File: config.mk
export PLATFORM = sky130hd
export DESIGN_NAME = point_store
export DESIGN_NICKNAME = d
export VERILOG_FILES = /design/src/rtl/laser_pkg.sv /design/src/rtl/point_store.sv
export SDC_FILE = /design/constraint.sdc
export NUM_CORES = 1
export LEC_CHECK = 0
export BUFFER_PORTS_ARGS = -buffer_cell sky130_fd_sc_hd__buf_2
export CORE_UTILIZATION = 44
export CTS_CLUSTER_DIAMETER = 100
export DETAILED_ROUTE_END_ITERATION = 10
export PLACE_DENSITY = 0.7
export SETUP_SLACK_MARGIN = 0.2
export SLEW_MARGIN = 20
export SYNTH_ARGS = -nofsm -noshare
export SYNTH_HDL_FRONTEND = slang
export SYNTH_SLANG_ARGS = --single-unit
File: constraint.sdc
create_clock -name CLK -period 30.1 [get_ports CLK]
set_input_delay 6.02 -clock CLK [delete_from_list [all_inputs] [get_ports CLK]]
set_output_delay 6.02 -clock CLK [all_outputs]
set_load 0.01 [all_outputs]
File: src/rtl/laser_pkg.sv
// Shared constants, types and controller states for the laser centre search.
// Every RTL block and the testbench pull this in with a wildcard import.
`default_nettype none

package laser_pkg;

    // ========================================================================
    // Grid and job geometry
    // ========================================================================

    // Coordinate width, one axis of the grid
    localparam int COORD_W = 4;

    // Grid positions per axis
    localparam int GRID_SIZE = 16;

    // Points delivered per job
    localparam int NUM_POINTS = 40;

    // Every grid position is a candidate centre
    localparam int NUM_CAND = GRID_SIZE * GRID_SIZE;

    // Raster index of a candidate, y in the upper nibble
    localparam int CAND_W = 8;

    // Circle of radius 4
    localparam int RADIUS_SQ = 16;

    // Wide enough to hold NUM_POINTS
    localparam int CNT_W = 6;

    // Cycles between a pass and the next stage
    localparam int DRAIN_LEN = 2;

    // ========================================================================
    // Types
    // ========================================================================

    typedef logic [COORD_W-1:0] coord_t;

    typedef logic [CNT_W-1:0] count_t;

    // Controller sequence, load through output
    typedef enum logic [2:0] {
        ST_LOAD,
        ST_PASS1,
        ST_DRAIN1,
        ST_PASS2,
        ST_DRAIN2,
        ST_DONE
    } laser_state_e;

endpackage

`default_nettype wire
File: src/rtl/point_store.sv
// Register file for the forty points of one job.
// Written one entry per cycle during the load window, read all at once.
`timescale 1ns/100ps
`default_nettype none

module point_store
    import laser_pkg::*;
(
    input  logic        CLK,
    input  logic        RST,
    input  logic        wr_en,
    input  logic [5:0]  wr_idx,
    input  coord_t      wr_x,
    input  coord_t      wr_y,
    output coord_t      pts_x [NUM_POINTS],
    output coord_t      pts_y [NUM_POINTS]
);

    coord_t mem_x [NUM_POINTS];
    coord_t mem_y [NUM_POINTS];

    // Capture on the same edge the controller samples the inputs
    always_ff @(posedge CLK or posedge RST)
    begin
        if (RST)
        begin
            for (int i = 0; i < NUM_POINTS; i++)
            begin
                mem_x[i] <= '0;
                mem_y[i] <= '0;
            end
        end
        else if (wr_en)
        begin
            mem_x[wr_idx] <= wr_x;
            mem_y[wr_idx] <= wr_y;
        end
    end

    // Whole array visible to the distance logic
    always_comb
    begin
        for (int i = 0; i < NUM_POINTS; i++)
        begin
            pts_x[i] = mem_x[i];
            pts_y[i] = mem_y[i];
        end
    end

endmodule

`default_nettype wire

# Word level (Yosys, flattened, before mapping)

Cells that the tools add are included.

Logic and storage cells: 88
Output and inout bits: 320
Flip-flop bits (word level): 320

Order comparisons: 2
Mux-type cells: 4
Reductions and logical operators: 1
Bitwise logic cells: 1

Operators by type and width:

| operator                                                    | count |
|---|---|
| bitwise mux 160 bit                                         | 2 |
| demux 4 bit (select 6 bit)                                  | 1 |
| greater-or-equal comparator 7 bit (second input constant)   | 1 |
| less-than comparator 7 x 1 -> 1 bit (second input constant) | 1 |
| inverter 6 -> 7 bit                                         | 1 |
| two-way mux 4 bit                                           | 1 |
| logical AND 1 bit                                           | 1 |

# Logic depth before layout (Yosys ltp)

Word-level depth: 6
Depth in mapped cells: 5
Depth with buffers taken out: 3

# Worst setup path before layout

No wires, ideal clock.

Kind: input to register
Start: input wr_idx[5]
End: register mem_x (netlist bit pts_x[104])
Cell stages on the path: 5
Slack: 22744 ps
Library setup time: 125 ps
Buffers on the path: 2
Arrival time: 7231 ps
Path through: buf_2 -> or3b_1 -> buf_6 -> nor2_8 -> mux2_4

Word-level cells in the longest chain between the ends: 6
Elaborated cells on any way between the ends: 7
Classes of those cells: 2 x order compare; 3 x mux; 1 x bitwise; 1 x reduce/logical

Ends and longest elaborated chain:

| what                                                                                                           | RTL line          | RTL |
|---|---|---|
| start: declaration                                                                                             | point_store.sv:12 | `input logic [5:0] wr_idx,` |
| inverter 6 -> 7 bit (not written as such) (*)                                                                  | point_store.sv:35 | `mem_x[wr_idx] <= wr_x;` |
| greater-or-equal comparator 7 bit (not written as such) or less-than comparator 7 x 1 -> 1 bit (tied branches) | point_store.sv:35 |  |
| logical AND 1 bit (not written as such)                                                                        | point_store.sv:35 |  |
| two-way mux 4 bit (not written as such)                                                                        | point_store.sv:35 |  |
| demux 4 bit (select 6 bit) (*)                                                                                 | point_store.sv:35 |  |
| bitwise mux 160 bit (*)                                                                                        | point_store.sv:35 |  |
| end signal: indexed assignment                                                                                 | point_store.sv:35 |  |
| end: declaration                                                                                               | point_store.sv:19 | `coord_t mem_x [NUM_POINTS];` |

Every way passes the cells marked *; elsewhere a longest branch is shown, timed or not.
A chain may end at the register's enable or synchronous reset.

==> flow_metrics.py <==
metrics = {
    "grt": {
        "grt.overflow.total": 0,
        "first_global_vias": 7836,
        "grt_usage": 0.2180,
        "grt_pass1_wl_um": 48140,
        "grt_max_degree": 126,
        "antenna_found_initial": 4,
    },
    "drt": {
        "ant_nets": 0,
        "drtPass1Iterations": 4,
        "met1Wirelength_um": 13390,
        "met2_length_um": 14660,
        "routed_wl_um": 31460,
        "highest_layer": "met5",
        "met3_length_um": 2750,
        "drc": 0,
        "routed-via-count": 7478,
        "drt_iter0_drc": 288,
        "wl_per_cell_um": 21.25,
        "routed_via_density": 5.053,
    },
    "power": {
        "p_sw_frac": 0.2567,
        "vdd_drop_max_mv": 0.04853,
        "comb_power_share": 0.156,
        "powerDensity_nw_per_um2": 71.06,
        "power.clock.fraction": 0.383,
        "power.leakage_nw": 8.756,
        "sequentialPowerShare": 0.461,
        "intPower_uw": 831.4,
        "total_power_mw": 1.119,
        "p_sw_uw": 287.2,
    },
    "timing": {
        "setup_tns_ns": 0,
        "maxSlewViolCount": 0,
        "fmax_mhz": 124.8,
        "finClkSkew_ns": 0,
        "fin_crit_sh": 0.2662,
        "holdWs_ns": 0.4789,
        "rsz0062_at_grt": "no",
        "hold_viol": 0,
        "min_period_ns": 8.014,
        "max_slew.worst_pin.slew_ns": 0.9889,
        "max-slew-margin-rel": 0.3407,
        "setup_violations": 0,
    },
    "floorplanning": {
        "core_region_area_sq_um": 28010,
        "ios": 337,
        "die_h_um": 171.3,
        "rows": 61,
        "initial_core_util": 0.4503,
        "die_w_um": 171.3,
        "die-area_sq_um": 29350,
    },
    "synth": {
        "avgSynthCellArea_sq_um": 16.91,
        "synth_compound_area_frac": 0,
        "synthAdderAreaFrac": 0,
        "ys_seq_elements": 320,
        "synth_cells": 746,
        "syn_nets": 763,
        "muxShareOfSynthArea": 0.2881,
        "synth.yosys.seq_area_share": 0.6349,
        "synth_area_sq_um": 12610,
        "synth_warnings": 0,
        "synthXorXnorAreaFrac": 0,
        "synth_top_family_by_area": "multiplexers",
        "synth_cell_types": 22,
        "synthSimpleGateAreaFrac": 0.05872,
    },
    "job": {
        "maxCapViolCount": 0,
    },
    "worst_hold_path": {
        "whs_path_depth": 1,
        "hp-class": "reg2reg",
    },
    "clock_tree": {
        "numClockSinks": 320,
        "cts_hold_buf": 0,
        "root_buffer": "clkbuf_16",
        "worstSkewPairLatency_ns": 0.49,
        "clk_pin_slew_worst_paths_ns": 0.06,
        "postCtsResizedCells": 0,
        "cts_buffers": 35,
        "cts_tree": "built",
        "cts_setup_buffers": 0,
        "htree_levels": 2,
        "cts_max_path_buffers": 3,
    },
    "layout": {
        "syn_to_final_growth_pct": 24.80,
        "most-common-layout-cells": "buf_2 (336), dfrtp_1 (320), mux2_2 (286), clkbuf_16 (37), mux2_1 (26)",
        "num-nets-final": 1092,
        "fillerInstances": 2301,
        "fin_cells": 1480,
        "drive_above_1_share": 0.6730,
        "layout_commonest_cell": "buf_2",
    },
    "critical_path": {
        "cp.required_ns": 30.61,
        "start_kind": "input port",
        "critPathArrivalTime_ns": 8.53,
        "critPathCaptureType": "asynchronous set/reset pin",
        "critPathKind": "in2async",
        "crit_fanout": 125,
        "ff2ff_path_depth": 1,
    },
    "place": {
        "placed_cells": 1416,
        "io_buffers": 336,
        "hpwlAfterDp_um": 20350,
        "place.gp.congestion": 0.7434,
    },
    "outcome": {
        "status": "finished, final reports clean",
    },
}
-- final timing paths --
path                                       start                endpoint  slack [ns]
min                        pts_y[71]$_DFFE_PP0P_   pts_y[71]$_DFFE_PP0P_        0.48
max                                          RST   pts_y[57]$_DFFE_PP0P_       22.09
max in group CLK                       wr_idx[5]    pts_x[3]$_DFFE_PP0P_       22.84
min reg2reg                pts_y[71]$_DFFE_PP0P_   pts_y[71]$_DFFE_PP0P_        0.48
min in group asynchronous                    RST  pts_y[103]$_DFFE_PP0P_        5.69
max reg2reg                pts_y[65]$_DFFE_PP0P_   pts_y[65]$_DFFE_PP0P_       29.29
-- metal layers --
metal	GRT usage	up-vias
met4	0.06017	2
met2	0.3508	261
met1	0.2796	3885
met3	0.07455	49
li1	-	3281
met5	0	-
-- metrics by stage --
| step | utilization | setup WS (ns) | cell area (sq um) |
|---|---|---|---|
| CTS | 0.5616 | 21.94 | 15730 |
| finish | 0.5620 | 22.09 | 15740 |
| floorplan | - | 15.22 | 12610 |
| global route | 0.5617 | 21.64 | 15730 |
| detailed placement | 0.5202 | 21.40 | 14570 |
| global placement | 0.5202 | 21.42 | 14570 |
-- cells in the mapped netlist, drive strengths merged --
library cell / number / area share
and3b: 1 / 0.00069
or3b: 3 / 0.0021
nor3: 1 / 0.00079
and4bb: 3 / 0.0030
nand4: 1 / 0.0017
nand3b: 1 / 0.00060
clkbuf: 33 / 0.0098
buf: 14 / 0.0082
nor2: 20 / 0.029
inv: 1 / 0.00030
nor4b: 1 / 0.0019
nand4b: 3 / 0.0057
nand2: 20 / 0.0099
or3: 1 / 0.00050
dfrtp: 320 / 0.63
nor3b: 3 / 0.0030
mux2: 320 / 0.29
-- cell families (layout without fill, tap and decap cells) --
kind of cell	Yosys count	in the layout
other	0	4
AND/OR/NAND/NOR	58	58
buffers and inverters	48	400
multiplexers	320	320
flip-flops	320	320
-- registers in the layout, summed over array words and instances, names as in the netlist --
name,flops
pts_y,160
pts_x,160
-- critical path, stage by stage --
cell,delay (ns)
buf_2,0.13
inv_8,0.57
buf_4,0.86
buf_4,0.85
-- power by group through the flow --
stage / clock (mW) / combinational (mW) / sequential (mW)
3_5_place_dp: 0 / 0.177 / 0.522
6_report: 0.428 / 0.175 / 0.515
3_3_place_gp: 0 / 0.175 / 0.520
2_1_floorplan: 0 / 0.0672 / 0.549
5_1_grt: 0.456 / 0.190 / 0.523
4_1_cts: 0.438 / 0.178 / 0.515
-- area by class of cell --
type | instances | area [sq um] | area share
flip-flops and latches | 320 | 8008 | 0.5087
inverters | 1 | 11.26 | 0.0007154
clock buffers | 53 | 1076 | 0.06836
clock inverters | 7 | 85.08 | 0.005405
well taps | 378 | 473.0 | 0.03005
diodes | 4 | 10.01 | 0.0006359
multi-input cells | 378 | 4374 | 0.2779
repair buffers | 339 | 1704 | 0.1083
No activity file was read; power rests on OpenSTA's default activity.
