===== src/rtl/laser_pkg.sv =====
// Shared constants, types and controller states for the laser centre search.
// Every RTL block and the testbench pull this in with a wildcard import.
`default_nettype none

package laser_pkg;

    // ========================================================================
    // Grid and job geometry
    // ========================================================================

    // Coordinate width, one axis of the grid
    localparam int COORD_W = 4;

    // Grid positions per axis
    localparam int GRID_SIZE = 16;

    // Points delivered per job
    localparam int NUM_POINTS = 40;

    // Every grid position is a candidate centre
    localparam int NUM_CAND = GRID_SIZE * GRID_SIZE;

    // Raster index of a candidate, y in the upper nibble
    localparam int CAND_W = 8;

    // Circle of radius 4
    localparam int RADIUS_SQ = 16;

    // Wide enough to hold NUM_POINTS
    localparam int CNT_W = 6;

    // Cycles between a pass and the next stage
    localparam int DRAIN_LEN = 2;

    // ========================================================================
    // Types
    // ========================================================================

    typedef logic [COORD_W-1:0] coord_t;

    typedef logic [CNT_W-1:0] count_t;

    // Controller sequence, load through output
    typedef enum logic [2:0] {
        ST_LOAD,
        ST_PASS1,
        ST_DRAIN1,
        ST_PASS2,
        ST_DRAIN2,
        ST_DONE
    } laser_state_e;

endpackage

`default_nettype wire

===== src/rtl/best_center_tracker.sv =====
// Tracks the best candidate of the running pass and keeps both centres.
// The first candidate opens a pass; only a strictly larger count replaces it.
`timescale 1ns/100ps
`default_nettype none

module best_center_tracker
    import laser_pkg::*;
(
    input  logic    CLK,
    input  logic    RST,
    input  count_t  cnt,
    input  coord_t  cnt_x,
    input  coord_t  cnt_y,
    input  logic    cnt_valid,
    input  logic    cnt_last,
    input  logic    second_pass,
    output coord_t  c1_x,
    output coord_t  c1_y,
    output coord_t  c2_x,
    output coord_t  c2_y
);

    logic    in_pass;
    logic    take;
    count_t  best_cnt;
    coord_t  best_x;
    coord_t  best_y;
    coord_t  win_x;
    coord_t  win_y;

    // Ties keep the earlier raster position
    assign take  = !in_pass || (cnt > best_cnt);
    assign win_x = take ? cnt_x : best_x;
    assign win_y = take ? cnt_y : best_y;

    always_ff @(posedge CLK)
    begin
        if (cnt_valid && take)
        begin
            best_cnt <= cnt;
            best_x   <= cnt_x;
            best_y   <= cnt_y;
        end
    end

    // Pass winner goes to C1 or C2 on the last candidate
    always_ff @(posedge CLK or posedge RST)
    begin
        if (RST)
        begin
            in_pass <= 1'b0;
            c1_x    <= '0;
            c1_y    <= '0;
            c2_x    <= '0;
            c2_y    <= '0;
        end
        else if (cnt_valid)
        begin
            in_pass <= !cnt_last;
            if (cnt_last && !second_pass)
            begin
                c1_x <= win_x;
                c1_y <= win_y;
            end
            else if (cnt_last)
            begin
                c2_x <= win_x;
                c2_y <= win_y;
            end
        end
    end

    a_best_monotonic: assert property (@(posedge CLK) disable iff (RST)
        (cnt_valid && in_pass) |=> (best_cnt >= $past(best_cnt)));

endmodule

`default_nettype wire


===== config.mk =====
export PLATFORM = sky130hd
export DESIGN_NAME = best_center_tracker
export DESIGN_NICKNAME = d
export VERILOG_FILES = /design/src/rtl/laser_pkg.sv /design/src/rtl/best_center_tracker.sv
export SDC_FILE = /design/constraint.sdc
export NUM_CORES = 1
export LEC_CHECK = 0
export ABC_AREA = 1
export ABC_CLOCK_PERIOD_IN_PS = 4050
export BUFFER_PORTS_ARGS = -buffer_cell sky130_fd_sc_hd__buf_4
export CAP_MARGIN = 20
export CORE_MARGIN = 3
export CORE_UTILIZATION = 40
export DETAILED_ROUTE_END_ITERATION = 8
export GPL_ROUTABILITY_DRIVEN = 0
export GPL_TIMING_DRIVEN = 0
export PLACE_DENSITY = 0.73
export SYNTH_ARGS = -nofsm -noshare
export SYNTH_HDL_FRONTEND = slang
export SYNTH_SLANG_ARGS = --single-unit

===== constraint.sdc =====
create_clock -name CLK -period 4.05 [get_ports CLK]
set_input_delay 0.405 -clock CLK [delete_from_list [all_inputs] [get_ports CLK]]
set_output_delay 0.405 -clock CLK [all_outputs]
set_load 0.02 [all_outputs]

* Yosys cells after proc, flatten, opt, wreduce, memory -nomap -nowiden *
Index checks and enable logic that the tools add are counted.

operators by class
  bitwise operators = 1
  magnitude comparators = 1
  multiplexer cells = 2
  reductions and logical operators = 8

operators by type and width
  cell                           count
  4-bit two-way mux              2
  6-bit greater-than comparator  1
  1-bit zero test                3
  3-bit AND reduction            1
  1-bit logical AND              2
  2-bit AND reduction            1
  1-bit logical OR               1
  1-bit inverter                 1

storage, ports and cells
  bits of input ports = 19
  flip-flop bits (word level) = 31
  output and inout bits = 16

* Depth between registers and ports, before layout *
  depth in word-level cells = 4
  gate-level depth with buffers = 12
  mapped depth without buffers = 12

* Worst setup path before layout *
Ideal clock, no wire load.

  path type = input -> register
  from = input port cnt[5]
  to = register best_cnt[0] (enable)
  stages = 7
  library setup time = 0.407 ns
  setup slack = 1.436 ns
  data arrival time = 2.207 ns
  buffers on the path = 0
  cell sequence = ha_1 > nand2_1 > nor2_2 > nand2_1 > nand3_2 > nand2_4 > a21boi_0

on the way
  word-level cells in the longest chain between the ends = 3

RTL lines
  element                        RTL line                   text
  from (decl)                    best_center_tracker.sv:11  input count_t cnt,
  6-bit greater-than comparator  best_center_tracker.sv:32  assign take = !in_pass || (cnt > best_cnt);
  1-bit logical OR               best_center_tracker.sv:32
  1-bit logical AND              best_center_tracker.sv:38  if (cnt_valid && take)
  to (signal assigned)           best_center_tracker.sv:40  best_cnt <= cnt;
  to (decl)                      best_center_tracker.sv:25  count_t best_cnt;

Every way passes these cells.
A chain may end at the register's enable or synchronous reset.

* Final worst setup path *
  from = register best_cnt[5]
  to = register best_cnt[3] (enable)

on the way
  word-level cells in the longest chain between the ends = 3

RTL lines
  element                        RTL line
  6-bit greater-than comparator  best_center_tracker.sv:32
  1-bit logical OR               best_center_tracker.sv:32
  1-bit logical AND              best_center_tracker.sv:38

Every way passes these cells.

==> results.txt <==
- The wire-length estimate of the detail-placed layout is approximately 2.2 mm.
- The synthesized design contains 31 register bits.
* Vias after detailed routing: approximately 1100
- Cell variety after synth: 15
- For this run, asynchronously set or reset flops after synthesis account for about 55%.
- Share of cells above drive strength 1: 29.9%
* Number of inserted filler cells in the final layout: 337
- The worst-case IR drop observed on VDD is roughly 0.24 mV.
- Leak Pwr: roughly 0.00098 uW
- Vias per inst: 4.64
- TritonCTS built the clock tree.
* Sinks on Clock Net: 31
* Global-route met2 utilization: 23.7%
- The number of max-slew violations in the final report is 0.
- Resized Gates After CTS: 0
- Across the run, the number of max-cap violations was 0.
- Post-Synthesis Net Count: 176
- CP arrival: 2.30 ns
* Startpoint kind of the worst setup timing path: register
- By instance count, the cell type seen most on the critical path is sky130_fd_sc_hd__nand2_1.
- Placed Area: around 1800 um^2
- In this run the number of cells on the critical path is 9.
* Hold-fix buffer count after cts: 0
* Count of pins on the block boundary: 35
* Cell area after layout: 1860 um^2
- In this run the worst hold path is classified as input port to asynchronous set/reset pin.
- Ranking of synthesized cells by area: sky130_fd_sc_hd__dfrtp_1 29%, sky130_fd_sc_hd__edfxtp_1 29%, sky130_fd_sc_hd__nand2_1 11%
- After detailed routing, the total wire length is approximately 2.8 mm.
- End-of-flow core utilization: 54.4%
- Outcome: complete, no violations
- Category of the most critical setup path: register to register
* Max_slew headroom: 48.2%
- In the routed design, unresolved DRC markers number 0.
- Entering global routing, the biggest net connects 18 pins.
* Master of the slowest instance on the critical path: sky130_fd_sc_hd__a21boi_1
- The critical path contains buffers and inverters numbering 2 combined.
- At the pin with the least slew margin, the transition time is 0.775 ns.
- Number of global-route vias before repair: ~1100
- Global-route layer with the greatest usage: met2
* Total Die Area: 4390 um^2
- Met3 Resource Use GR: 6.63%
* Number of cells on the worst reg-to-reg path: 9
- Summed over all failing endpoints, the final setup total negative slack is 0 ns.
- In this run, CTS created clock tree buffers numbering 5.
- CTS Root Buffer Type: sky130_fd_sc_hd__clkbuf_4
- In this run the remaining antenna-violating nets after routing total 0.
* Clock transition at path regs: about 0.11 ns
- The cell family contributing the most delay on the critical path is compound AO/OA/AOI/OAI gates.
- Post-route fraction of the period consumed by the critical path: 55.9%
- Die extent in y: 66.2 um
- Setup crit end kind: register
* Syn-to-layout area delta: 27.9%
- The count of buffers added on input and output ports is 34.
* H-tree lvl count: 2
* Post-layout minimum cycle time: between 2 and 2.5 ns
- Portion of synthesized cell area occupied by the leading cell type: between 20% and 30%
- Traced cell by cell, the critical path runs through inv_1 > ha_1 > nand2_1 > nor2_2 > nand2_1 > nand3_2 > nand2_4 > a21boi_1 > buf_6.
- In this run the cell area of the synthesized design comes to 1450 um^2.
* GRT met1 Usage: 16.1%
- Buffer levels on the longest clock path: 2
* Initial antenna violation count: 0
- Each instance of the synthesized netlist takes up on average 9.61 um^2.
- The final number of hold-violating endpoints was 0.
- After floorplanning, the core was divided into 21 placement rows.
* Total inserted antenna cells: 0
* Leading area contributor after synthesis: sky130_fd_sc_hd__dfrtp_1
- Unrepaired setup endpoints after global routing: no
* Most used standard cell by instance count after synthesis: sky130_fd_sc_hd__nand2_1
- Sequential-to-total area share from yosys stat: between 50% and 60%
- Final clock skew: 0.0179 ns
- STA puts the critical path data required time at 4.09 ns.
- All-layer global routing usage: 14.4%
- Warnings from Yosys: 0
- Total power density per cell area: 455 nW/um^2
* Setup violations, final: 0
- After the first detailed-routing iteration, the DRC count stood at 43.
* Routed wire length per instance: 11.8 um
- Horiz. Die Dim: 66.2 um
- For this configuration, the core starts out at a cell density of 42.5%.
- First-pass GRT wire length: 4.61 mm
* Number of optimization iterations in the first detailed-route pass: 4
* Remaining Overflow, GRT: 0
- Including well taps, the total number of placed cells is between 200 and 250.
* Number of nets in the final layout: ~220
- Slowest stage delay, CP: 0.62 ns
* Number of enable flip-flop cells after synthesis: 14
- Top cell types by occurrence after synthesis: 41 x sky130_fd_sc_hd__nand2_1, 30 x sky130_fd_sc_hd__inv_1, 24 x sky130_fd_sc_hd__nand3_1
- Among all flip-flop cells after synthesis, the most frequent one is sky130_fd_sc_hd__dfrtp_1.
- Top achievable clock speed: 0.442 GHz
- Setup Fix Bufs, Post-CTS: 0
* Placeable core area: 3420 um^2
- Along the worst path, the maximum fanout reaches 10.
- Synthesis produced a netlist whose cell count is 151.
- The setup check on the worst reg-to-reg path leaves a slack of 1.79 ns.
- For the worst-skew pair, the clock arrives at the later sink with an insertion delay of 0.33 ns.
- The finished layout holds 240 standard cells, fillers aside.
- Overall Power: 846 uW
## final timing paths
kind / start / to
setup / recovery: best_cnt[5] / best_cnt[3]
hold / removal: RST / c2_x[0]
setup reg to reg: best_cnt[5] / best_cnt[3]
hold reg to reg: c2_y[1] / c2_y[1]
max in group asynchronous: RST / in_pass
min in group CLK: cnt_x[0] / best_x[0]
## through the flow
step | setup slack (ns) | hold WS, ns
finish | 1.79 | 0.145
global route | 1.59 | 0.172
CTS | 1.72 | 0.165
detailed placement | 1.57 | 0.472
global placement | 0.802 | 0.467
floorplan | 1.44 | 0.331
## logic make-up after synthesis
family	count (synthesis)	synth area share (%)
simple gates	80	27.2
buf+inv	31	8.02
flops	31	58.3
fa+ha+maj	6	5.17
compound gates	3	1.38
## routing by layer
layer / share of wire, % / routed length, um
met3: 5.6 / 159
met5: 0 / 0
met4: 1.0 / 29
met2: 50 / 1420
met1: 43 / 1230
## final cells by class
class / instances / area [um^2] / share of cell area [%]
plain buffers: 1 / 3.75 / 0.202
repair buffers: 35 / 267 / 14.4
multi-input cells: 89 / 489 / 26.3
flip-flops and latches: 31 / 846 / 45.6
clock inverters: 1 / 5.00 / 0.270
inverters: 30 / 113 / 6.06
clock buffers: 7 / 76.3 / 4.11
well taps: 46 / 57.6 / 3.10
## layout by cell type (no fill, tap or decap), types with 2 or more instances in the layout
master | netlist | layout
sky130_fd_sc_hd__nor2_2 | 3 | 3
sky130_fd_sc_hd__nand3_2 | 2 | 2
sky130_fd_sc_hd__edfxtp_1 | 14 | 14
sky130_fd_sc_hd__nand2_1 | 41 | 41
sky130_fd_sc_hd__buf_4 | 0 | 34
sky130_fd_sc_hd__clkbuf_4 | 0 | 5
sky130_fd_sc_hd__inv_1 | 30 | 30
sky130_fd_sc_hd__nand2_2 | 8 | 8
sky130_fd_sc_hd__dfrtp_1 | 17 | 17
sky130_fd_sc_hd__ha_1 | 6 | 6
sky130_fd_sc_hd__nand3_1 | 24 | 24
## state kept, by name, indices dropped and copies added, names as in the netlist
name	cells
in_pass	1
best_cnt	6
c1_y	4
c1_x	4
c2_x	4
best_y	4
c2_y	4
best_x	4
## worst register-to-register path: stages (launching register included)
cell	delay, ns
sky130_fd_sc_hd__edfxtp_1	0.34
sky130_fd_sc_hd__inv_1	0.04
sky130_fd_sc_hd__ha_1	0.27
sky130_fd_sc_hd__nand2_1	0.08
sky130_fd_sc_hd__nor2_2	0.14
sky130_fd_sc_hd__nand2_1	0.07
sky130_fd_sc_hd__nand3_2	0.08
sky130_fd_sc_hd__nand2_4	0.11
sky130_fd_sc_hd__a21boi_1	0.62
sky130_fd_sc_hd__buf_6	0.23
## report_power, final
group / internal (uW) / leakage [uW] / switching [uW]
clock: 121 / 0.0000464 / 107
combinational: 89.4 / 0.000589 / 129
sequential: 377 / 0.000342 / 22.3
total: 587 / 0.000977 / 258
Power figures use the tool's default switching activity.
