===== config.mk =====
export PLATFORM = sky130hd
export DESIGN_NAME = laser_ctrl
export DESIGN_NICKNAME = d
export VERILOG_FILES = /design/src/rtl/laser_pkg.sv /design/src/rtl/laser_ctrl.sv
export SDC_FILE = /design/constraint.sdc
export NUM_CORES = 1
export LEC_CHECK = 0
export BUFFER_PORTS_ARGS = -buffer_cell sky130_fd_sc_hd__buf_2
export CORE_MARGIN = 1
export CORE_UTILIZATION = 49
export CTS_CLUSTER_SIZE = 30
export DETAILED_ROUTE_END_ITERATION = 7
export PLACE_DENSITY = 0.9
export SKIP_CTS_REPAIR_TIMING = 1
export SLEW_MARGIN = 20
export SYNTH_ARGS = -nofsm -noshare
export SYNTH_HDL_FRONTEND = slang
export SYNTH_SLANG_ARGS = --single-unit

===== constraint.sdc =====
create_clock -name CLK -period 4.39 [get_ports CLK]
set_input_delay 0.878 -clock CLK [delete_from_list [all_inputs] [get_ports CLK]]
set_output_delay 0.878 -clock CLK [all_outputs]
set_load 0.03 [all_outputs]

===== src/rtl/laser_pkg.sv =====
// Shared constants, types and controller states for the laser centre search.
// Every RTL block and the testbench pull this in with a wildcard import.
`default_nettype none

package laser_pkg;

    // ========================================================================
    // Grid and job geometry
    // ========================================================================

    // Coordinate width, one axis of the grid
    localparam int COORD_W = 4;

    // Grid positions per axis
    localparam int GRID_SIZE = 16;

    // Points delivered per job
    localparam int NUM_POINTS = 40;

    // Every grid position is a candidate centre
    localparam int NUM_CAND = GRID_SIZE * GRID_SIZE;

    // Raster index of a candidate, y in the upper nibble
    localparam int CAND_W = 8;

    // Circle of radius 4
    localparam int RADIUS_SQ = 16;

    // Wide enough to hold NUM_POINTS
    localparam int CNT_W = 6;

    // Cycles between a pass and the next stage
    localparam int DRAIN_LEN = 2;

    // ========================================================================
    // Types
    // ========================================================================

    typedef logic [COORD_W-1:0] coord_t;

    typedef logic [CNT_W-1:0] count_t;

    // Controller sequence, load through output
    typedef enum logic [2:0] {
        ST_LOAD,
        ST_PASS1,
        ST_DRAIN1,
        ST_PASS2,
        ST_DRAIN2,
        ST_DONE
    } laser_state_e;

endpackage

`default_nettype wire

===== src/rtl/laser_ctrl.sv =====
// Sequencer for one job: 40-cycle load, two raster passes with drains, output.
// A single step counter is the load index and the candidate index.
`timescale 1ns/100ps
`default_nettype none

module laser_ctrl
    import laser_pkg::*;
(
    input  logic        CLK,
    input  logic        RST,
    input  coord_t      c1_x,
    input  coord_t      c1_y,
    input  coord_t      c2_x,
    input  coord_t      c2_y,
    output logic        wr_en,
    output logic [5:0]  wr_idx,
    output coord_t      cand_x,
    output coord_t      cand_y,
    output logic        cand_valid,
    output logic        cand_last,
    output logic        second_pass,
    output coord_t      c1x,
    output coord_t      c1y,
    output coord_t      c2x,
    output coord_t      c2y,
    output logic        done
);

    laser_state_e       state;
    laser_state_e       state_nxt;
    logic [CAND_W-1:0]  step;
    logic               step_end;

    // ========================================================================
    // State machine and step counter
    // ========================================================================

    always_comb
    begin
        case (state)
            ST_LOAD:             step_end = (step == CAND_W'(NUM_POINTS - 1));
            ST_PASS1, ST_PASS2:  step_end = (step == CAND_W'(NUM_CAND - 1));
            ST_DRAIN1, ST_DRAIN2: step_end = (step == CAND_W'(DRAIN_LEN - 1));
            default:             step_end = 1'b1;
        endcase
    end

    always_comb
    begin
        state_nxt = state;
        if (step_end)
        begin
            case (state)
                ST_LOAD:   state_nxt = ST_PASS1;
                ST_PASS1:  state_nxt = ST_DRAIN1;
                ST_DRAIN1: state_nxt = ST_PASS2;
                ST_PASS2:  state_nxt = ST_DRAIN2;
                ST_DRAIN2: state_nxt = ST_DONE;
                default:   state_nxt = ST_LOAD;
            endcase
        end
    end

    always_ff @(posedge CLK or posedge RST)
    begin
        if (RST)
        begin
            state <= ST_LOAD;
            step  <= '0;
        end
        else
        begin
            state <= state_nxt;
            step  <= step_end ? '0 : step + 1'b1;
        end
    end

    // ========================================================================
    // Load and candidate issue
    // ========================================================================

    assign wr_en       = (state == ST_LOAD);
    assign wr_idx      = step[5:0];
    assign cand_x      = step[COORD_W-1:0];
    assign cand_y      = step[CAND_W-1:COORD_W];
    assign cand_valid  = (state == ST_PASS1) || (state == ST_PASS2);
    assign cand_last   = cand_valid && (step == CAND_W'(NUM_CAND - 1));
    // Held through the drain so the tracker files the winner under C2
    assign second_pass = (state == ST_PASS2) || (state == ST_DRAIN2);

    // ========================================================================
    // Output stage
    // ========================================================================

    always_ff @(posedge CLK or posedge RST)
    begin
        if (RST)
        begin
            done <= 1'b0;
            c1x  <= '0;
            c1y  <= '0;
            c2x  <= '0;
            c2y  <= '0;
        end
        else
        begin
            done <= (state == ST_DONE);
            c1x  <= (state == ST_DONE) ? c1_x : '0;
            c1y  <= (state == ST_DONE) ? c1_y : '0;
            c2x  <= (state == ST_DONE) ? c2_x : '0;
            c2y  <= (state == ST_DONE) ? c2_y : '0;
        end
    end

    a_done_pulse: assert property (@(posedge CLK) disable iff (RST)
        done |=> !done);

endmodule

`default_nettype wire


# After elaboration in Yosys (flattened, before gate mapping)
# Index checks and enable logic that the tools add are counted.
# Widths: inputs -> output; s select.
classes:
  add_sub_neg: 1
  eq_ne: 8
  muxes: 7
  reduce_logical: 6
op_table:
  columns: ["cell", "count"]
  rows:
  - ["$mux 4", 4]
  - ["$pmux 3 s5", 1]
  - ["$add 8x1->8 const B", 1]
  - ["$eq 8x1->1 const B", 1]
  - ["$eq 8x6->1 const B", 1]
  - ["$eq 8x8->1 const B", 1]
  - ["$mux 8", 1]
  - ["$eq 3x2->1 const B", 2]
  - ["$eq 3x3->1 const B", 2]
  - ["$reduce_or 2->1", 2]
  - ["$eq 3x1->1 const B", 1]
  - ["$logic_not 3->1", 1]
  - ["$pmux 1 s3", 1]
  - ["$logic_or 1x1->1", 2]
  - ["$logic_and 1x1->1", 1]
word_totals:
  ff_bits: 28
  input_bits: 18
  output_inout_bits: 35

# Depth between registers and ports, before layout
# Gate-level depths: netlist of the first run.
depth:
  depth_word: 4
  mapped_depth: 5

# Worst setup path after synthesis of the first run
# OpenSTA, ideal clock, no wires.
synth_timing:
  path_kind: "reg2out"
  from: "register state[2]"
  to: "output port cand_last"
  arrival_ps: 1427
  required_time_ps: 3512
  slack_ps: 2085
  stages_incl_launch_ff: 5
  cell_sequence: "dfrtp_1 buf_4 nor2b_2 nand3_1 nor2_1"
synth_between:
  elab_chain_cells: 3
synth_lines:
  columns: ["element", "line", "source"]
  rows:
  - ["from (decl)", "laser_ctrl.sv:29", "laser_state_e state;"]
  - ["from (signal assigned)", "laser_ctrl.sv:73", "state <= state_nxt;"]
  - ["$eq 3x1->1 or $eq 3x2->1 (tied branches)", "laser_ctrl.sv:86", "assign cand_valid = (state == ST_PASS1) || (state == ST_PASS2);"]
  - ["$logic_or 1x1->1 *", "laser_ctrl.sv:86", null]
  - ["via cand_valid", "laser_ctrl.sv:19", "output logic cand_valid,"]
  - ["$logic_and 1x1->1 *", "laser_ctrl.sv:87", "assign cand_last = cand_valid && (step == CAND_W'(NUM_CAND - 1));"]
  - ["to (decl)", "laser_ctrl.sv:20", "output logic cand_last,"]
# The timed path passes the listed nets; every way through them passes the cells marked *.

# Final worst setup path of the first run
layout_timing:
  from: "register state[2]"
  to: "output port cand_last"
layout_between:
  elab_chain_cells: 3
layout_lines:
  columns: ["element", "line"]
  rows:
  - ["$eq 3x1->1 or $eq 3x2->1 (tied branches)", "laser_ctrl.sv:86"]
  - ["$logic_or 1x1->1 *", "laser_ctrl.sv:86"]
  - ["$logic_and 1x1->1 *", "laser_ctrl.sv:87"]
# Every way passes the cells marked *; elsewhere a longest branch is shown, timed or not.

==> results of run 1 <==
==> routing by layer <==
metal | part of all wire, % | up-vias | wire length [um] | GRT usage (%)
met1 | 41 | 416 | 886 | 19.64
met2 | 50 | 61 | 1081 | 34.21
li1 | - | 427 | - | -
met3 | 7.9 | 8 | 171 | 2.976
met4 | 1.2 | 0 | 27 | 8.333
met5 | 0 | - | 0 | 0
==> worst paths after layout <==
check                                     start                 to  depth (start not counted)
hold reg to reg               step[0]$_DFF_PP0_  step[0]$_DFF_PP0_                          1
setup reg to reg              step[1]$_DFF_PP0_  step[2]$_DFF_PP0_                          4
setup / recovery           state[2]$_DFFE_PP0P_          cand_last                          4
min in group asynchronous                   RST     done$_DFF_PP0_                          2
hold / removal                step[0]$_DFF_PP0_  step[0]$_DFF_PP0_                          1
max in group asynchronous                   RST   c1y[3]$_DFF_PP0_                          2
==> registers in the layout, indices dropped and copies added, names as in the netlist <==
name,flops
state,3
step,8
c1x,4
c1y,4
c2x,4
c2y,4
done,1
==> synth_stat cells, types with 2 or more instances <==
master | count | area (sq um)
o21ai_0 | 2 | 10.01
buf_4 | 8 | 60.06
nand2_1 | 8 | 30.03
dfrtp_1 | 28 | 700.7
nand3_1 | 4 | 20.02
xor2_1 | 6 | 52.55
nor2_1 | 8 | 30.03
or3_1 | 2 | 12.51
nor3_1 | 4 | 20.02
and2_1 | 17 | 106.4
nand4_1 | 2 | 12.51
==> power by group through the flow <==
stage / Clock [uW] / Combinational, uW / Sequential (uW)
floorplan: 0 / 3.93 / 263
global placement: 0 / 11.2 / 263
detailed placement: 0 / 11.8 / 263
CTS: 125 / 11.8 / 258
global route: 133 / 13.2 / 258
finish: 117 / 11.4 / 258
==> layout make-up <==
type                    count  area share (%)
flip-flops and latches     28           48.23
multi-input cells          65           28.68
repair buffers             52           17.92
clock buffers               4           2.498
well taps                  28           2.412
inverters                   1          0.2584
==> per-stage QoR <==
stage	power, uW	setup slack [ps]
2_1_floorplan	266.7	2085
3_3_place_gp	274.0	2447
3_5_place_dp	274.6	2398
4_1_cts	395.1	2015
5_1_grt	403.9	1932
6_report	386.6	2024
==> kinds of logic after synthesis <==
logic type / after synthesis / share of synthesized area (%)
AND/OR/NAND/NOR: 51 / 23.65
XOR/XNOR: 8 / 7.498
flip-flops: 28 / 59.13
buffers and inverters: 10 / 5.702
AO/OA/AOI/OAI: 5 / 2.957
adder cells (fa/ha/maj): 1 / 1.056
==> results.cfg, run 1 <==
[layout]
fin_util_pct = 64.43
final_cell_mix = buf_2, dfrtp_1, and2_1, nand2_1, nor2_1
multi_input_area_sq_um = 416.7
diodes = 0
synthToLayoutAreaGrowth_pct = 22.60
fin_nets = 170
regArea_sq_um = 700.7
layout-drive-gt1-share_pct = 41.33
fill_cells = 193
fin_area_sq_um = 1453
final_common_cell = buf_2
instances_no_fill = 178

[placement]
io_buffers = 52
dp_cells = 174
hpwl_um = 1646
gp_congestion = 0.8211
place_area_sq_um = 1416

[routing]
drtIter0Drc = 5
via_per_inst = 5.124
route.vias.total = 912
drt-pass1-iter-count = 4
ant_nets = 0
drc = 0
wl_per_cell_um = 12.18
finalWirelength_um = 2168

[hold_path]
hold_path.class = flop to flop

[floorplan]
die_h_um = 51.18
initial_core_util_pct = 52.55
die_area_sq_um = 2619
core_area_sq_um = 2255
die_w_um = 51.18
pin_count = 53
fp-row-count = 17

[timing]
min_period_ps = 2366
finalMaxSlewViolations = 0
rsz0062_at_grt = false
period_share_pct = 53.89
timing.setup.tns_ps = 0
max_freq_ghz = 0.4227
whs_ps = 591.8
slew_headroom_pct = 54.16
tightest_slew_ps = 685.1
finalSetupViolations = 0
finalHoldViolCount = 0
fin_skew_ps = 0.6507

[power_and_ir_drop]
switching_power_uw = 72.75
total_leakage_power_uw = 0.0008101
ir_drop_v = 0.0002400
pwr-share-seq_pct = 66.7
p_clk_share_pct = 30.3
internal_power_uw = 313.8
p_comb_share_pct = 2.9
p_per_area_nw_per_um2 = 266.1
swShare_pct = 18.82

[worst_setup_path]
crit_required_ps = 3510
path_class = flop to primary output
worst_setup_path_end_kind = primary output
cp_slowest_cell = dfrtp_1
worstPathMaxFanout = 8
cp_top_family = flip-flops
crit_buf_inv = 1
crit_path_cell_trace = nor2b_2 > nand3_1 > nor2_1 > buf_2
cp_slowest_stage_delay_ps = 530
cp-start-kind = flop
r2r_slack_ps = 2720
crit_arrival_ps = 1490

[yosys]
synth_flop_cell = dfrtp_1
syn_inst = 103
syn_area_sq_um = 1185
ys_ff_latch = 28
synthArstFlopShare_pct = 100.0
syn-num-nets = 122
ys_seq_area_share_pct = 59.13
postSynthAreaPerCell_sq_um = 11.50
synth_cell_types = 25
yosys_warnings = 0
synth_edf_count = 0

[run]
max_cap_viol_count = 0

[clocking]
clkTransAtPathRegs_ps = 130
cts_tree = done
clock_latency_ps = 310
numCtsBuffers = 3
clock_path_buffers = 2
clockRootBuffer = clkbuf_4
clock-sinks = 28
htree_levels = 1

[global_routing]
first_global_vias = 841
antenna_found_initial = 0
grt_max_degree = 29
grt_usage_pct = 18.21
grt_pass1_wl_um = 3436
overflow = 0

[status]
status = finished, final reports clean
Power figures use the tool's default switching activity.
==> run 2: changes to the inputs <==
--- a/config.mk
+++ b/config.mk
@@ -7,10 +7,10 @@
 export LEC_CHECK = 0
 export BUFFER_PORTS_ARGS = -buffer_cell sky130_fd_sc_hd__buf_2
 export CORE_MARGIN = 1
-export CORE_UTILIZATION = 49
+export CORE_UTILIZATION = 41
 export CTS_CLUSTER_SIZE = 30
 export DETAILED_ROUTE_END_ITERATION = 7
-export PLACE_DENSITY = 0.9
+export PLACE_DENSITY = 0.81
 export SKIP_CTS_REPAIR_TIMING = 1
 export SLEW_MARGIN = 20
 export SYNTH_ARGS = -nofsm -noshare
==> constraint.sdc (replaced) <==
create_clock -name CLK -period 1.9 [get_ports CLK]
set_input_delay 0.38 -clock CLK [delete_from_list [all_inputs] [get_ports CLK]]
set_output_delay 0.38 -clock CLK [all_outputs]
set_load 0.03 [all_outputs]
==> results.cfg, run 2 (synthesis results as in run 1) <==
[routing]
ant_nets = 0
drt-pass1-iter-count = 4
wl_per_cell_um = 11.82
via_per_inst = 4.784
route.vias.total = 885
drtIter0Drc = 38
finalWirelength_um = 2186
drc = 0

[clocking]
htree_levels = 1
cts_tree = done
clock_latency_ps = 310
numCtsBuffers = 3
clockRootBuffer = clkbuf_4
clock_path_buffers = 2
clock-sinks = 28
clkTransAtPathRegs_ps = 140

[power_and_ir_drop]
internal_power_uw = 726.5
p_clk_share_pct = 30.8
pwr-share-seq_pct = 66.2
swShare_pct = 19.34
p_per_area_nw_per_um2 = 599.4
p_comb_share_pct = 3.1
total_leakage_power_uw = 0.0008299
design_power_total_uw = 900.7
ir_drop_v = 0.0004792
switching_power_uw = 174.2

[layout]
fill_cells = 254
largest_reg_flops = 8
final_cell_mix = buf_2, dfrtp_1, and2_1, nand2_1, nor2_1
synthToLayoutAreaGrowth_pct = 26.82
diodes = 0
fin_nets = 174
layout-drive-gt1-share_pct = 47.40
fin_util_pct = 54.49
regMostFlops = step
final_common_cell = buf_2

[floorplan]
die_area_sq_um = 3109
die_h_um = 55.76
pin_count = 53
die_w_um = 55.76
fp-row-count = 19
core_area_sq_um = 2758
initial_core_util_pct = 42.97

[timing]
finalMaxSlewViolations = 0
finalHoldViolCount = 0
tightest_slew_ps = 390.6
fin_skew_ps = 5.624
max_freq_ghz = 0.5612
rsz0062_at_grt = false
period_share_pct = 93.78
timing.setup.tns_ps = 0
slew_headroom_pct = 73.96
min_period_ps = 1782
whs_ps = 88.31
finalSetupViolations = 0

[global_routing]
antenna_found_initial = 0
grt_usage_pct = 15.89
grt_pass1_wl_um = 3884
overflow = 0
first_global_vias = 880
grt_max_degree = 29

[worst_setup_path]
crit_arrival_ps = 1400
path_class = flop to primary output
worst_setup_path_end_kind = primary output
crit_required_ps = 1520
worstPathMaxFanout = 9
cp-start-kind = flop

[run]
max_cap_viol_count = 0

[status]
status = finished, final reports clean

[placement]
hpwl_um = 1668
io_buffers = 52
gp_congestion = 0.9561

[hold_path]
hold_path.class = primary input to asynchronous set/reset pin
run 2: changes by cell type in the layout (fill, tap and decap cells not counted):
cell	delta
buf_4	+4
nor2b_4	+1
inv_2	-1
ha_2	+1
inv_1	+1
dfrtp_2	+7
dfrtp_1	-7
ha_1	-1
nor2b_2	-1
run 2: critical path, stage by stage, from the launching register on:
cell,delay (ps)
dfrtp_2,460
and4_2,290
nand2_1,60
nor2_1,90
buf_2,190
run 2: final timing paths:
| kind | startpoint | to | slack [ps] | cells after the start |
|---|---|---|---|---|
| setup / recovery | step[2]$_DFF_PP0_ | cand_last | 120 | 4 |
| hold / removal | RST | c2y[1]$_DFF_PP0_ | 90 | 3 |
| setup reg to reg | step[2]$_DFF_PP0_ | step[1]$_DFF_PP0_ | 290 | 4 |
| hold reg to reg | step[0]$_DFF_PP0_ | step[0]$_DFF_PP0_ | 600 | 2 |
| max in group asynchronous | RST | step[4]$_DFF_PP0_ | 1530 | 3 |
| min in group CLK | c1_x[1] | c1x[1]$_DFF_PP0_ | 250 | 2 |
run 2: metrics by stage:
stage	std cells	instance area, sq um	setup slack [ps]
after CTS	184	1479	3.195
after detailed placement	180	1443	251.1
after floorplan	103	1185	92.65
final	185	1503	118.1
after global placement	180	1443	345.0
after global routing	185	1503	6.796
run 2: layout make-up:
class	instances	area (sq um)	share of cell area, %
well taps	31	38.79	2.581
inverters	1	3.754	0.2498
clock buffers	4	36.28	2.415
multi-input cells	65	424.2	28.23
flip-flops and latches	28	709.4	47.21
repair buffers	56	290.3	19.32
run 2: power groups by stage:
stage / Sequential [uW] / Clock (uW) / Combinational [uW]
after floorplan: 607 / 0 / 9.07
after global placement: 607 / 0 / 27.8
after CTS: 596 / 288 / 28.8
final: 596 / 277 / 27.5
after detailed placement: 607 / 0 / 28.8
after global routing: 596 / 314 / 31.9
run 2: layer usage:
layer	part of all wire, %	GRT usage (%)
met1	43	20.25
met2	51	27.19
met3	6.4	2.326
met4	0.46	6.429
met5	0	0
